### config.mk
export PLATFORM = sky130hd
export DESIGN_NAME = graph_ingest_top
export DESIGN_NICKNAME = d
export VERILOG_FILES = /design/src/verilog/graph_pkg.sv /design/src/verilog/edge_if.sv /design/src/verilog/edge_fifo.sv /design/src/verilog/edge_tally.sv /design/src/verilog/graph_ingest_top.sv /design/src/verilog/input_decoder.sv
export SDC_FILE = /design/constraint.sdc
export NUM_CORES = 1
export LEC_CHECK = 0
export BUFFER_PORTS_ARGS = -buffer_cell sky130_fd_sc_hd__buf_2
export CORE_MARGIN = 2
export CORE_UTILIZATION = 64
export CTS_CLUSTER_SIZE = 10
export DETAILED_ROUTE_END_ITERATION = 7
export HOLD_SLACK_MARGIN = 0.03
export PLACE_DENSITY_LB_ADDON = 0.25
export SETUP_SLACK_MARGIN = 0.05
export SLEW_MARGIN = 15
export SYNTH_ARGS = -nofsm -noshare
export SYNTH_HDL_FRONTEND = slang
export SYNTH_SLANG_ARGS = --single-unit
### constraint.sdc
create_clock -name clk -period 8.6 [get_ports clk]
set_input_delay 1.72 -clock clk [delete_from_list [all_inputs] [get_ports clk]]
set_output_delay 1.72 -clock clk [all_outputs]
set_load 0.02 [all_outputs]
### src/verilog/graph_pkg.sv
package graph_pkg;

    localparam int node_chars    = 3; // letters per node name
    localparam int node_bin_bits = 5; // bits per letter
    localparam int node_width    = node_chars * node_bin_bits;

    // first letter sits in the low bits, each letter stored as offset from 'a'
    typedef logic [node_width-1:0] node_t;

    // ascii codes seen in the text stream
    localparam logic [7:0] a_char     = 8'h61;
    localparam logic [7:0] z_char     = 8'h7a;
    localparam logic [7:0] colon_char = 8'h3a;
    localparam logic [7:0] space_char = 8'h20;
    localparam logic [7:0] lf_char    = 8'h0a;

    // one decoded edge, or the end-of-file marker
    typedef struct packed {
        logic  eof; // src and dst are don't care when set
        node_t src;
        node_t dst;
    } edge_item_t;

    localparam int fifo_depth  = 16; // edge buffer entries
    localparam int count_width = 16; // width of each statistic

endpackage

### src/verilog/edge_if.sv
`timescale 1ns/1ps

// producer writes on every valid cycle, full only tells it the item is lost
interface edge_push_if #(
    parameter type payload_t = graph_pkg::edge_item_t
);

    logic     valid;
    payload_t item;
    logic     full;
    logic     overflow; // sticky until reset

    modport producer (
        output valid,
        output item,
        input  full,
        input  overflow
    );

    modport buffer (
        input  valid,
        input  item,
        output full,
        output overflow
    );

endinterface

// four-phase req/ack, item held stable while req is high
interface edge_hs_if #(
    parameter type payload_t = graph_pkg::edge_item_t
);

    logic     req;
    payload_t item;
    logic     ack;

    modport source (output req, output item, input ack);
    modport sink (input req, input item, output ack);

endinterface

### src/verilog/edge_fifo.sv
`timescale 1ns/1ps

module edge_fifo #(
    parameter type payload_t = graph_pkg::edge_item_t
) (
    input  logic       clk,
    input  logic       arst_n,
    edge_push_if.buffer wr,
    edge_hs_if.source   rd
);

    typedef enum logic [1:0] {
        st_idle, // nothing presented
        st_req,  // req high, waiting for ack
        st_wait  // req dropped, waiting for ack low
    } rd_state_t;

    payload_t                                  mem [graph_pkg::fifo_depth];
    logic [$clog2(graph_pkg::fifo_depth)-1:0]  wr_ptr;
    logic [$clog2(graph_pkg::fifo_depth)-1:0]  rd_ptr;
    logic [$clog2(graph_pkg::fifo_depth):0]    count;
    logic                                      push_en;
    logic                                      pop_en;
    logic                                      load;
    rd_state_t                                 state;

    assign wr.full = (count == graph_pkg::fifo_depth);
    assign push_en = wr.valid && !wr.full;
    assign pop_en  = (state == st_req) && rd.ack;
    // present the next head item when idle, or right after ack went low
    assign load    = (count != 0) && ((state == st_idle) || (state == st_wait && !rd.ack));

    always_ff @(posedge clk or negedge arst_n) begin
        if (!arst_n) begin
            wr_ptr      <= '0;
            rd_ptr      <= '0;
            count       <= '0;
            wr.overflow <= 1'b0;
            rd.req      <= 1'b0;
            state       <= st_idle;
        end else begin
            if (push_en)
                wr_ptr <= wr_ptr + 1'b1;
            if (wr.valid && wr.full)
                wr.overflow <= 1'b1; // item dropped
            count <= count + push_en - pop_en;

            case (state)
                st_idle, st_wait: begin
                    if (load) begin
                        rd.req <= 1'b1;
                        state  <= st_req;
                    end else if (state == st_wait && !rd.ack) begin
                        state <= st_idle;
                    end
                end
                st_req: begin
                    if (rd.ack) begin
                        rd.req <= 1'b0;
                        rd_ptr <= rd_ptr + 1'b1; // pop head
                        state  <= st_wait;
                    end
                end
                default: state <= st_idle;
            endcase
        end
    end

    always_ff @(posedge clk) begin
        if (push_en)
            mem[wr_ptr] <= wr.item;
        if (load)
            rd.item <= mem[rd_ptr];
    end

    a_item_stable: assert property (
        @(posedge clk) disable iff (!arst_n)
        rd.req |=> !rd.req || $stable(rd.item)
    ) else $error("item changed while req high");

    a_count_bound: assert property (
        @(posedge clk) disable iff (!arst_n)
        count <= graph_pkg::fifo_depth
    ) else $error("occupancy above depth");

endmodule

### src/verilog/edge_tally.sv
`timescale 1ns/1ps

module edge_tally (
    input  logic                              clk,
    input  logic                              arst_n,
    input  graph_pkg::node_t                  target_node,
    input  graph_pkg::node_t                  query_node,
    edge_hs_if.sink                           rd,
    output logic                              done,
    output logic [graph_pkg::count_width-1:0] edge_count,
    output logic [graph_pkg::count_width-1:0] target_in_degree,
    output logic [graph_pkg::count_width-1:0] query_out_degree
);

    logic take; // new item offered and not yet acknowledged
    logic dst_hit;
    logic src_hit;

    assign take    = rd.req && !rd.ack;
    assign dst_hit = (rd.item.dst == target_node);
    assign src_hit = (rd.item.src == query_node);

    // ack follows req one cycle later in both directions
    always_ff @(posedge clk or negedge arst_n) begin
        if (!arst_n) begin
            rd.ack <= 1'b0;
        end else if (take) begin
            rd.ack <= 1'b1;
        end else if (!rd.req && rd.ack) begin
            rd.ack <= 1'b0;
        end
    end

    always_ff @(posedge clk or negedge arst_n) begin
        if (!arst_n) begin
            done             <= 1'b0;
            edge_count       <= '0;
            target_in_degree <= '0;
            query_out_degree <= '0;
        end else if (take) begin
            if (rd.item.eof) begin
                done <= 1'b1; // whole file has passed
            end else begin
                edge_count <= edge_count + 1'b1;
                if (dst_hit)
                    target_in_degree <= target_in_degree + 1'b1;
                if (src_hit)
                    query_out_degree <= query_out_degree + 1'b1;
            end
        end
    end

    // ack may only answer a req seen on the previous edge
    a_ack_after_req: assert property (
        @(posedge clk) disable iff (!arst_n)
        $rose(rd.ack) |-> $past(rd.req)
    ) else $error("ack rose without req");

endmodule

### src/verilog/graph_ingest_top.sv
`timescale 1ns/1ps

module graph_ingest_top (
    input  logic                              clk,
    input  logic                              arst_n,
    input  logic                              byte_valid,
    input  logic [7:0]                        byte_data,
    input  graph_pkg::node_t                  target_node, // hold for the whole file
    input  graph_pkg::node_t                  query_node,
    output logic                              done,
    output logic [graph_pkg::count_width-1:0] edge_count,
    output logic [graph_pkg::count_width-1:0] target_in_degree,
    output logic [graph_pkg::count_width-1:0] query_out_degree,
    output logic                              overflow
);

    edge_push_if #(.payload_t(graph_pkg::edge_item_t)) push_bus ();
    edge_hs_if #(.payload_t(graph_pkg::edge_item_t)) hs_bus ();

    assign overflow = push_bus.overflow;

    input_decoder i_input_decoder (
        .clk        (clk),
        .arst_n     (arst_n),
        .byte_valid (byte_valid),
        .byte_data  (byte_data),
        .push       (push_bus)
    );

    edge_fifo #(.payload_t(graph_pkg::edge_item_t)) i_edge_fifo (
        .clk    (clk),
        .arst_n (arst_n),
        .wr     (push_bus),
        .rd     (hs_bus)
    );

    edge_tally i_edge_tally (
        .clk              (clk),
        .arst_n           (arst_n),
        .target_node      (target_node),
        .query_node       (query_node),
        .rd               (hs_bus),
        .done             (done),
        .edge_count       (edge_count),
        .target_in_degree (target_in_degree),
        .query_out_degree (query_out_degree)
    );

endmodule

### src/verilog/input_decoder.sv
`timescale 1ns/1ps

module input_decoder (
    input  logic        clk,
    input  logic        arst_n,
    input  logic        byte_valid,
    input  logic [7:0]  byte_data,
    edge_push_if.producer push
);

    logic                             src_set;     // colon seen on this line
    logic                             prev_letter; // last accepted byte was a letter
    logic                             eof_seen;
    logic                             accept;
    logic                             is_letter;
    logic                             is_colon;
    logic                             is_lf;
    logic [7:0]                       offset;
    logic [graph_pkg::node_bin_bits-1:0] letter;
    graph_pkg::node_t                 src_node;
    graph_pkg::node_t                 dst_node;
    graph_pkg::edge_item_t            next_item;

    function automatic logic char_is_letter(input logic [7:0] c);
        return (c >= graph_pkg::a_char) && (c <= graph_pkg::z_char);
    endfunction

    assign accept    = byte_valid && !eof_seen; // nothing is taken after eof
    assign is_letter = char_is_letter(byte_data);
    assign is_colon  = (byte_data == graph_pkg::colon_char);
    assign is_lf     = (byte_data == graph_pkg::lf_char);
    assign offset    = byte_data - graph_pkg::a_char;
    assign letter    = offset[graph_pkg::node_bin_bits-1:0];

    always_comb begin
        next_item.src = src_node;
        next_item.dst = dst_node;
        next_item.eof = !src_set; // only a stray byte on the lhs gets here with valid
    end

    always_ff @(posedge clk or negedge arst_n) begin
        if (!arst_n) begin
            src_set     <= 1'b0;
            prev_letter <= 1'b0;
            eof_seen    <= 1'b0;
            push.valid  <= 1'b0;
        end else begin
            push.valid <= 1'b0;
            if (accept) begin
                prev_letter <= is_letter;
                if (!src_set) begin
                    if (is_colon) begin
                        src_set <= 1'b1;
                    end else if (!is_letter) begin
                        // stray byte where a source name should start
                        eof_seen   <= 1'b1;
                        push.valid <= 1'b1;
                    end
                end else if (!is_letter) begin
                    if (prev_letter) begin
                        push.valid <= 1'b1; // separator closes a destination
                    end
                    if (is_lf) begin
                        src_set <= 1'b0;
                    end
                end
            end
        end
    end

    // name registers and outgoing item
    always_ff @(posedge clk) begin
        if (accept && is_letter) begin
            if (!src_set) begin
                src_node <= {letter, src_node[graph_pkg::node_width-1:graph_pkg::node_bin_bits]};
            end else begin
                dst_node <= {letter, dst_node[graph_pkg::node_width-1:graph_pkg::node_bin_bits]};
            end
        end
        if (accept && !is_letter) begin
            push.item <= next_item;
        end
    end

    // the byte source must go quiet once the terminating byte was sent
    a_no_byte_after_eof: assert property (
        @(posedge clk) disable iff (!arst_n)
        eof_seen |-> !byte_valid
    ) else $error("byte received after end of file");

endmodule
Word level (Yosys, flattened, before mapping):

Memory sizes are Yosys's and may differ from the RTL's. A register that Yosys moved wholly into a read port is not among the register bits.
Cells that the tools add are included.

* add/sub/neg operators: 8
* order comparisons: 2
* equality and inequality tests: 10
* muxes and demuxes: 21
* bitwise gates (word level): 4
* reductions and logical operators: 33

Operator list (count)
* $add 16x1->16 const B: 3
* $eq 15x15->1: 2
* $mux 1: 16
* $reduce_and 2->1: 6
* $logic_and 1x1->1: 11
* $reduce_and 3->1: 3
* $add 4x1->4 const B: 2
* $eq 8x4->1 const B: 1
* $eq 8x6->1 const B: 1
* $ge 8x7->1 const B: 1
* $le 8x7->1 const B: 1
* $logic_not 1->1: 6
* $mux 2: 3
* $add 5x1->5: 1
* $eq 5x5->1 const B: 1
* $reduce_bool 5->1: 1
* $sub 5x1->5: 1
* $sub 5x1->5 const B: 1
* $ne 2x1->1 const B: 2
* $not 1->1: 4
* $pmux 2 s2: 1
* $reduce_and 4->1: 1
* $reduce_bool 2->1: 2
* $ne 3x1->1 const B: 1
* other kinds (6): 6

* bits in registers: 132
* bits in writable memories: 496
* output and inout bits: 50
* memories kept: 1

Memories
* i_edge_fifo.mem: depth 16, bits a word 31, read ports 1, clocked after Yosys merged registers in 1, wr ports 1, line edge_fifo.sv:18 `payload_t mem [graph_pkg::fifo_depth];`

Logic depth before layout (Yosys ltp):

Gate-level depths: netlist (run 1).

* depth in word-level cells: 6
* mapped depth: 13

Cells and area by module:

From an unflattened synthesis (run 1), not the netlist that was laid out.

* cell total of the unflattened synthesis: 1227
* area, all modules: 25331.8 um^2

Modules (own cells, without submodules)
* edge_fifo: times used 1, cells each 889, area an instance 20583.5 um^2, seq. area each 16250.6 um^2
* edge_tally: times used 1, cells each 240, area an instance 2577.5 um^2, seq. area each 1251.2 um^2
* input_decoder: times used 1, cells each 98, area an instance 2170.8 um^2, seq. area each 1931.9 um^2

Least setup slack after synthesis (run 1):

No wires, ideal clock.

* path kind: in2reg
* start: input port byte_data[0]
* end: register, netlist name i_input_decoder.push.item[0]
* library setup time: 0.419 ns
* arrival: 3.668 ns
* setup slack: 4.513 ns
* cell stages on the path: 6
* buffers on the path: 0
* cell sequence: inv_1 -> ha_1 -> nor2b_1 -> o211ai_1 -> and3_1 -> nor2_1

* cells in the longest elaborated chain, start to end: 4

Ends and longest elaborated chain
* start, declared: line graph_ingest_top.sv:7 `input logic [7:0] byte_data,`
* $ge 8x7->1 or $le 8x7->1 (tied branches): line input_decoder.sv:25 `return (c >= graph_pkg::a_char) && (c <= graph_pkg::z_char);`
* $logic_and 1x1->1 *: line input_decoder.sv:25
* $logic_not 1->1 *
* $logic_and 1x1->1 *: line input_decoder.sv:80 `if (accept && !is_letter) begin`

Every way passes the cells marked *; elsewhere a longest branch is shown, timed or not.
A chain may end at the register's enable or synchronous reset.

Final worst setup path (run 1):

* start: register i_edge_fifo.count[2] (netlist name)
* end: memory i_edge_fifo.mem[13][5] (netlist name), enable pin

* cells in the longest elaborated chain, start to end: 5

Ends and longest elaborated chain
* start, declared: line edge_fifo.sv:21 `logic [$clog2(graph_pkg::fifo_depth):0] count;`
* start signal, assigned: line edge_fifo.sv:46 `count <= count + push_en - pop_en;`
* $eq 5x5->1: line edge_fifo.sv:27 `assign wr.full = (count == graph_pkg::fifo_depth);`
* $logic_not 1->1: line edge_fifo.sv:28 `assign push_en = wr.valid && !wr.full;`
* $logic_and 1x1->1: line edge_fifo.sv:28
* $mux 1: line edge_fifo.sv:70 `if (push_en)`
* $mux 1 (not written as such): line edge_fifo.sv:71 `mem[wr_ptr] <= wr.item;`
* end, declared: line edge_fifo.sv:18

No other way between the ends.

==> results.json, run 1 <==
{
  "status": "finished clean",
  "ys_warn_count": 0,
  "synth.area.mux_share_pct": 11.3,
  "hold_path.class": "flop to flop",
  "p_seq_share_pct": 46.2,
  "vias_per_cell": 6.49,
  "async_flop_share_pct": 10.8,
  "htree_levels": 3,
  "synth_seq_cells": 659,
  "ir_drop_v": 0.000270,
  "synth.avg_cell_area_um2": 20.4,
  "switching_share_pct": 27.2,
  "synth_top_cells_by_area": "edfxtp_1, mux4_2, dfrtp_1",
  "final_area_um2": 28500,
  "cts_made_buffers": 76,
  "p_clk_share_pct": 34.5,
  "worstHoldPathCells": 0,
  "rr_worst_depth": 7,
  "critical_path.endpoint_type": "flop",
  "grt_pass1_wl_mm": 82.5,
  "firstDrtPassIters": 7,
  "postSynthCellCount": 1229,
  "ys_types": 44,
  "layout.nets": 1439,
  "cp.arrival_ns": 3.58,
  "synthSimpleGateAreaFrac_pct": 3.81,
  "period_share_pct": 38.9,
  "timing.fmax_mhz": 299,
  "core_um2": 38600,
  "clk_latency_ns": 0.62,
  "synthXorXnorAreaFrac_pct": 3.07,
  "synth_area_leader_cell": "edfxtp_1",
  "antenna_found_initial": 1,
  "synth_compound_area_share_pct": 2.23,
  "layout_setup_ws_ns": 5.26,
  "vias": 12600,
  "synth_top_family_by_area": "multiplexers",
  "antenna_cells": 0,
  "hold_viol": 0,
  "hold_buffers": 0,
  "yosysMostFrequentCell": "edfxtp_1",
  "final_layout_size_suffix_gt1_share_pct": 25.5,
  "drt-total-wl_mm": 55.2,
  "max_slew.worst_pin.slew_ns": 1.25,
  "yosysTopAreaCellShare_pct": 70.3,
  "synth_common_cells": "edfxtp_1, mux4_2, dfrtp_1, xnor2_1",
  "seq_area_frac_synth_pct": 77.4,
  "dp_hpwl_mm": 28.2,
  "die_w_um": 202,
  "post-route-min-period_ns": 3.34,
  "p_leak_nw": 9.81,
  "cts_setup_buffers": 0,
  "cts_max_path_buffers": 3,
  "clock-sinks": 659,
  "cp_data_required_time_ns": 8.84,
  "start_util_pct": 65.0,
  "die_y_um": 202,
  "rows": 72,
  "dpl_cell_area_um2": 26300,
  "startpoint_type": "flop",
  "grt_max_degree": 84,
  "synth_edf_count": 588,
  "synthAdderAreaFrac_pct": 0.977,
  "crit_type": "flop to flop",
  "instances_no_fill": 1938,
  "tns_ns": 0,
  "cell_internal_pwr_w": 0.00610,
  "io_buffers": 90,
  "p_switching_w": 0.00228,
  "finClkSkew_ns": 0.0205,
  "grt_setup_unrepaired": "false",
  "drc": 0,
  "slew_headroom_pct": 16.8,
  "syn_area_um2": 25100,
  "die_area_um2": 40800,
  "drt_iter0_drc": 1610,
  "cts_tree": "built",
  "crit_fanout": 24,
  "setup_violations": 0,
  "synth_ff_type": "edfxtp_1",
  "dp_cells": 1818,
  "wl_per_cell_um": 28.5,
  "cts_resized": 0,
  "cts_root_buf": "clkbuf_16",
  "io_pins": 91,
  "clkTransAtPathRegs_ns": 0.05,
  "grtUsageTotal_pct": 28.2,
  "drtAntennaViolNets": 0,
  "grt-ovfl-total": 0,
  "power_density_nw_per_um2": 294,
  "place_ws_ns": 4.64,
  "grt_pass1_vias": 13000,
  "syn-num-nets": 1289,
  "p_comb_share_pct": 19.3,
  "slew_violations": 0,
  "gp_congestion": 0.787,
  "drv_cap": 0,
  "syn_to_final_growth_pct": 13.6
}
-- kinds of logic after synthesis --
family | after synthesis
muxes | 128
DFF | 659
and+or+nand+nor | 185
AOI/OAI and AO/OA | 77
xor gates and xnor gates | 88
buffers and inverters | 73
adders and majority gates | 19
-- per-stage QoR --
stage,hold slack [ns],power (W),util [%]
after floorplan,0.400,0.00505,-
after global placement,0.401,0.00549,68.1
after detailed placement,0.405,0.00553,68.1
after CTS,0.428,0.00844,73.7
after global routing,0.431,0.00868,73.8
final,0.429,0.00839,73.8
-- power groups by stage --
stage               registers [W]  clock network, W  logic [W]
finish                    0.00388           0.00289    0.00162
detailed placement        0.00394                 0    0.00159
global route              0.00390           0.00304    0.00174
CTS                       0.00388           0.00293    0.00163
global placement          0.00394                 0    0.00156
floorplan                 0.00378                 0    0.00127
-- area by class of cell --
type	count	area, µm²
Clock buffer	110	2040
Clock inverter	9	141
Fill cell	2106	10100
Inverter	27	101
Multi-Input combinational cell	497	5460
Sequential cell	659	19400
Tap cell	518	648
Timing Repair Buffer	118	688
-- worst max-delay path, stage by stage, from the launching register on --
cell      delay, ns
dfrtp_1        0.35
inv_1          0.06
ha_1           0.20
and3_1         0.17
a21boi_1       0.68
nand3_1        0.49
nor2_4         0.46
buf_4          0.53
-- final timing paths --
| check | start | endpoint | slack [ns] |
|---|---|---|---|
| max in group asynchronous | arst_n | i_edge_fifo.rd_ptr[0] | 6.65 |
| setup / recovery | i_edge_fifo.count[2] | i_edge_fifo.mem[13][5] | 5.26 |
| hold / removal | i_input_decoder.src_node[0] | i_input_decoder.push.item[15] | 0.43 |
| min in group asynchronous | arst_n | i_edge_tally.target_in_degree[7] | 1.26 |
| hold reg to reg | i_input_decoder.src_node[0] | i_input_decoder.push.item[15] | 0.43 |
| setup reg to reg | i_edge_fifo.count[2] | i_edge_fifo.mem[13][5] | 5.26 |
-- sequential cells by signal, indices dropped and copies added (netlist names) --
| register | cells |
|---|---|
| i_input_decoder.dst_node | 15 |
| i_edge_fifo.wr_ptr | 4 |
| i_edge_fifo.rd_ptr | 4 |
| i_edge_fifo.wr.overflow | 1 |
| i_input_decoder.src_set | 1 |
| i_edge_tally.rd.ack | 1 |
| i_edge_fifo.mem | 496 |
| i_edge_fifo.rd.item | 31 |
| i_input_decoder.src_node | 15 |
| i_edge_tally.edge_count | 16 |
| i_edge_tally.query_out_degree | 16 |
| i_edge_fifo.count | 5 |
| i_edge_fifo.rd.req | 1 |
| i_edge_tally.done | 1 |
| i_input_decoder.push.valid | 1 |
| i_input_decoder.push.item | 31 |
| i_edge_tally.target_in_degree | 16 |
| i_edge_fifo.state | 2 |
| i_input_decoder.eof_seen | 1 |
| i_input_decoder.prev_letter | 1 |
-- placed cells by master, fill, tap and decap left out, drive strengths merged, types with 2 or more instances in the layout --
cell,instances
and3,11
xnor2,63
nor2,18
o21ai,3
nand2,62
nor2b,5
xor2,25
ha,18
inv,31
edfxtp,588
mux4,124
nand3,20
mux2,3
and4,3
nand2b,4
or4,2
dfrtp,71
a22oi,62
a21o,2
clkinv,4
nor4,5
nor3,20
a21oi,6
and2,9
buf,118
clkbuf,110
nand4,21
-- per-layer routing --
layer	vias up	part of all wire, %	GRT usage, %	routed length [µm]
met5	-	0.024	0	13
met4	2	3.1	9.98	1720
met3	127	11	7.64	6160
met2	744	48	44.5	26600
met1	6471	38	38.7	20700
li1	5241	-	-	-
No activity file was read; power rests on OpenSTA's default activity.
==> run 2: changes to the inputs <==
--- a/config.mk
+++ b/config.mk
@@ -5,9 +5,10 @@
 export SDC_FILE = /design/constraint.sdc
 export NUM_CORES = 1
 export LEC_CHECK = 0
+export ABC_AREA = 1
 export BUFFER_PORTS_ARGS = -buffer_cell sky130_fd_sc_hd__buf_2
 export CORE_MARGIN = 2
-export CORE_UTILIZATION = 64
+export CORE_UTILIZATION = 56
 export CTS_CLUSTER_SIZE = 10
 export DETAILED_ROUTE_END_ITERATION = 7
 export HOLD_SLACK_MARGIN = 0.03
==> constraint.sdc (replaced) <==
create_clock -name clk -period 2.97 [get_ports clk]
set_input_delay 0.594 -clock clk [delete_from_list [all_inputs] [get_ports clk]]
set_output_delay 0.594 -clock clk [all_outputs]
set_load 0.02 [all_outputs]
==> run 2 against run 1 <==
Compared with the run above: critical path depth increased by 1; utilization decreased by 10 points; clock skew increased by 0.0015 ns; critical endpoint is now i_edge_fifo.mem[14][28]; wire length increased by 18%; via count increased by 44%; clock power increased to 2.9 times the previous value; non-clock buffer count increased by 27; worst hold slack got worse by 0.057 ns; synthesized cell count increased by 91%; total power increased by 120%; highest routed layer is now met4; largest cell class unchanged; count of clock-buffer cells in the layout increased by 13; die area increased by 24%.
==> results.json, run 2 <==
{
  "regMostFlops": "i_edge_fifo.mem",
  "tns_ns": 0,
  "power_density_nw_per_um2": 595,
  "die_w_um": 225,
  "worstPathCellList": "inv_1 > ha_1 > nand4_1 > nand2_1 > clkinv_1 > nand2_1 > nor2_4 > buf_4",
  "crit_path_max_incr_delay_ns": 0.52,
  "drc": 0,
  "htree_levels": 3,
  "antenna_cells": 0,
  "ys_warn_count": 0,
  "seq_area_frac_synth_pct": 70.8,
  "final_cell_mix": "edfxtp_1, nor2_1, nand2_1, o21ai_0, inv_1",
  "async_flop_share_pct": 10.8,
  "io_buffers": 90,
  "crit_fanout": 15,
  "cts_max_path_buffers": 3,
  "synthXorXnorAreaFrac_pct": 1.21,
  "reg2reg_to": "i_edge_fifo.mem[14][28]",
  "cts_tree": "built",
  "vias_per_cell": 5.77,
  "status": "finished clean",
  "final_common_cell": "edfxtp_1",
  "synth_top_family_by_area": "simple AND/OR/NAND/NOR gates",
  "period_share_pct": 81.7,
  "gp_congestion": 0.901,
  "die_y_um": 225,
  "crit_start": "i_edge_fifo.count[2]",
  "grtUsageTotal_pct": 25.8,
  "timing.rr.start": "i_edge_fifo.count[2]",
  "grt_max_degree": 153,
  "p_leak_nw": 11.3,
  "clkTransAtPathRegs_ns": 0.06,
  "io_pins": 91,
  "synth_edf_count": 588,
  "crit_slowest_cell": "nor2_4",
  "synth_top_cells_by_area": "edfxtp_1, nor2_1, dfrtp_1",
  "post-route-min-period_ns": 2.43,
  "hold_path.class": "primary input to flop",
  "drtAntennaViolNets": 0,
  "grt_setup_unrepaired": "false",
  "vias": 18100,
  "die_area_um2": 50800,
  "grt_pass1_vias": 17300,
  "synth.area.mux_share_pct": 0,
  "timing.fmax_mhz": 412,
  "ys_types": 37,
  "drv_cap": 0,
  "slew_violations": 0,
  "final_layout_size_suffix_gt1_share_pct": 10.3,
  "drt_iter0_drc": 2134,
  "cp_top_family": "simple AND/OR/NAND/NOR gates",
  "cts_resized": 0,
  "startpoint_type": "flop",
  "synth.avg_cell_area_um2": 11.7,
  "worst-path-stages": 8,
  "fin_hold_ws_ns": 0.372,
  "drt-total-wl_mm": 65.1,
  "core_um2": 48600,
  "cp.arrival_ns": 2.72,
  "cp_data_required_time_ns": 3.26,
  "rows": 81,
  "grt-ovfl-total": 0,
  "ir_drop_v": 0.000499,
  "synth_area_leader_cell": "edfxtp_1",
  "finClkSkew_ns": 0.0219,
  "synth_seq_cells": 659,
  "largestRegisters": "i_edge_fifo.mem (496), i_edge_fifo.rd.item (31), i_input_decoder.push.item (31)",
  "yosysMostFrequentCell": "edfxtp_1",
  "critical_path.endpoint_type": "flop",
  "fill_cells": 3707,
  "syn_to_final_growth_pct": 12.9,
  "setup_violations": 0,
  "cts_root_buf": "clkbuf_16",
  "layout.nets": 2526,
  "rr_worst_depth": 8,
  "synthSimpleGateAreaFrac_pct": 14.1,
  "synth_compound_area_share_pct": 8.77,
  "start_util_pct": 56.4,
  "crit_top_cell": "nand2_1",
  "clock-sinks": 659,
  "synth_ff_type": "edfxtp_1",
  "postSynthCellCount": 2349,
  "hold_viol": 0,
  "slew_headroom_pct": 27.6,
  "clk_latency_ns": 0.60,
  "reg2reg_slack_ns": 0.54,
  "cp_num_buf_inv": 3,
  "synth_common_cells": "edfxtp_1, nor2_1, nand2_1, o21ai_0, inv_1",
  "crit_type": "flop to flop",
  "dp_hpwl_mm": 39.8,
  "crit_path_end": "i_edge_fifo.mem[14][28]",
  "cts_made_buffers": 76,
  "power_w": 0.0184,
  "firstDrtPassIters": 5,
  "grt_pass1_wl_mm": 99.2,
  "syn-num-nets": 2409,
  "antenna_found_initial": 0,
  "wl_per_cell_um": 20.8,
  "synthAdderAreaFrac_pct": 0.894,
  "syn_area_um2": 27400,
  "largest_register_ffs": 496,
  "max_slew.worst_pin.slew_ns": 1.08,
  "yosysTopAreaCellShare_pct": 64.4
}
==> run 2: layout make-up <==
type | instances | area, µm² | share of cell area [%]
Inverter | 149 | 564 | 1.82
Timing Repair Buffer | 145 | 1060 | 3.41
Multi-Input combinational cell | 1435 | 6980 | 22.5
Tap cell | 622 | 778 | 2.51
Sequential cell | 659 | 19400 | 62.7
Clock buffer | 123 | 2140 | 6.91
Clock inverter | 4 | 23.8 | 0.0767
==> run 2: per-layer routing <==
| layer | share of wire, % | GRT usage, % | routed length [µm] |
|---|---|---|---|
| met1 | 42 | 36.8 | 27400 |
| met2 | 48 | 41.0 | 31000 |
| met3 | 8.5 | 4.81 | 5520 |
| met4 | 1.8 | 7.63 | 1150 |
| met5 | 0 | 0 | 0 |
==> run 2: timing repair <==
action                                 CTS  global route
endpoints found under the hold margin   38             0
buffers inserted                         0             0
hold buffers                             1             0
==> run 2: how the worst min path moves through the flow <==
stage / start / cells after the start / endpoint / slack, ns
4_1_cts: byte_data[0] / 2 / i_input_decoder.dst_node[10] / 0.35
6_report: byte_data[0] / 2 / i_input_decoder.dst_node[10] / 0.37
2_1_floorplan: arst_n / 0 / i_edge_fifo.count[0] / 0.30
5_1_grt: byte_data[0] / 2 / i_input_decoder.dst_node[10] / 0.37
3_5_place_dp: i_input_decoder.src_node[2] / 0 / i_input_decoder.push.item[17] / 0.40
3_3_place_gp: i_input_decoder.dst_node[0] / 0 / i_input_decoder.push.item[0] / 0.40
==> run 2: cell families (layout without fill, tap and decap cells) <==
group | Yosys count | in the layout
adder cells (fa/ha/maj) | 19 | 19
buffers and inverters | 255 | 421
XOR/XNOR | 38 | 38
flip-flops | 659 | 659
AO/OA/AOI/OAI | 417 | 417
AND/OR/NAND/NOR | 961 | 961
==> run 2: metrics by stage <==
stage	std cells	setup slack [ns]	instance area, µm²	util [%]
after floorplan	2349	0.221	27400	-
after global placement	3009	0.523	28800	59.2
after detailed placement	3009	0.409	28800	59.2
after CTS	3137	0.559	31000	63.7
after global routing	3137	0.397	31000	63.7
final	3137	0.544	31000	63.7
==> run 2: where the power goes <==
part,internal [W],leakage (nW),switching [W],total [W]
Clock,0.00489,1.04,0.00342,0.00831
Sequential,0.00996,6.30,0,0.00996
Combinational,0.0000521,3.98,0.000105,0.000157
Total,0.0149,11.3,0.00353,0.0184
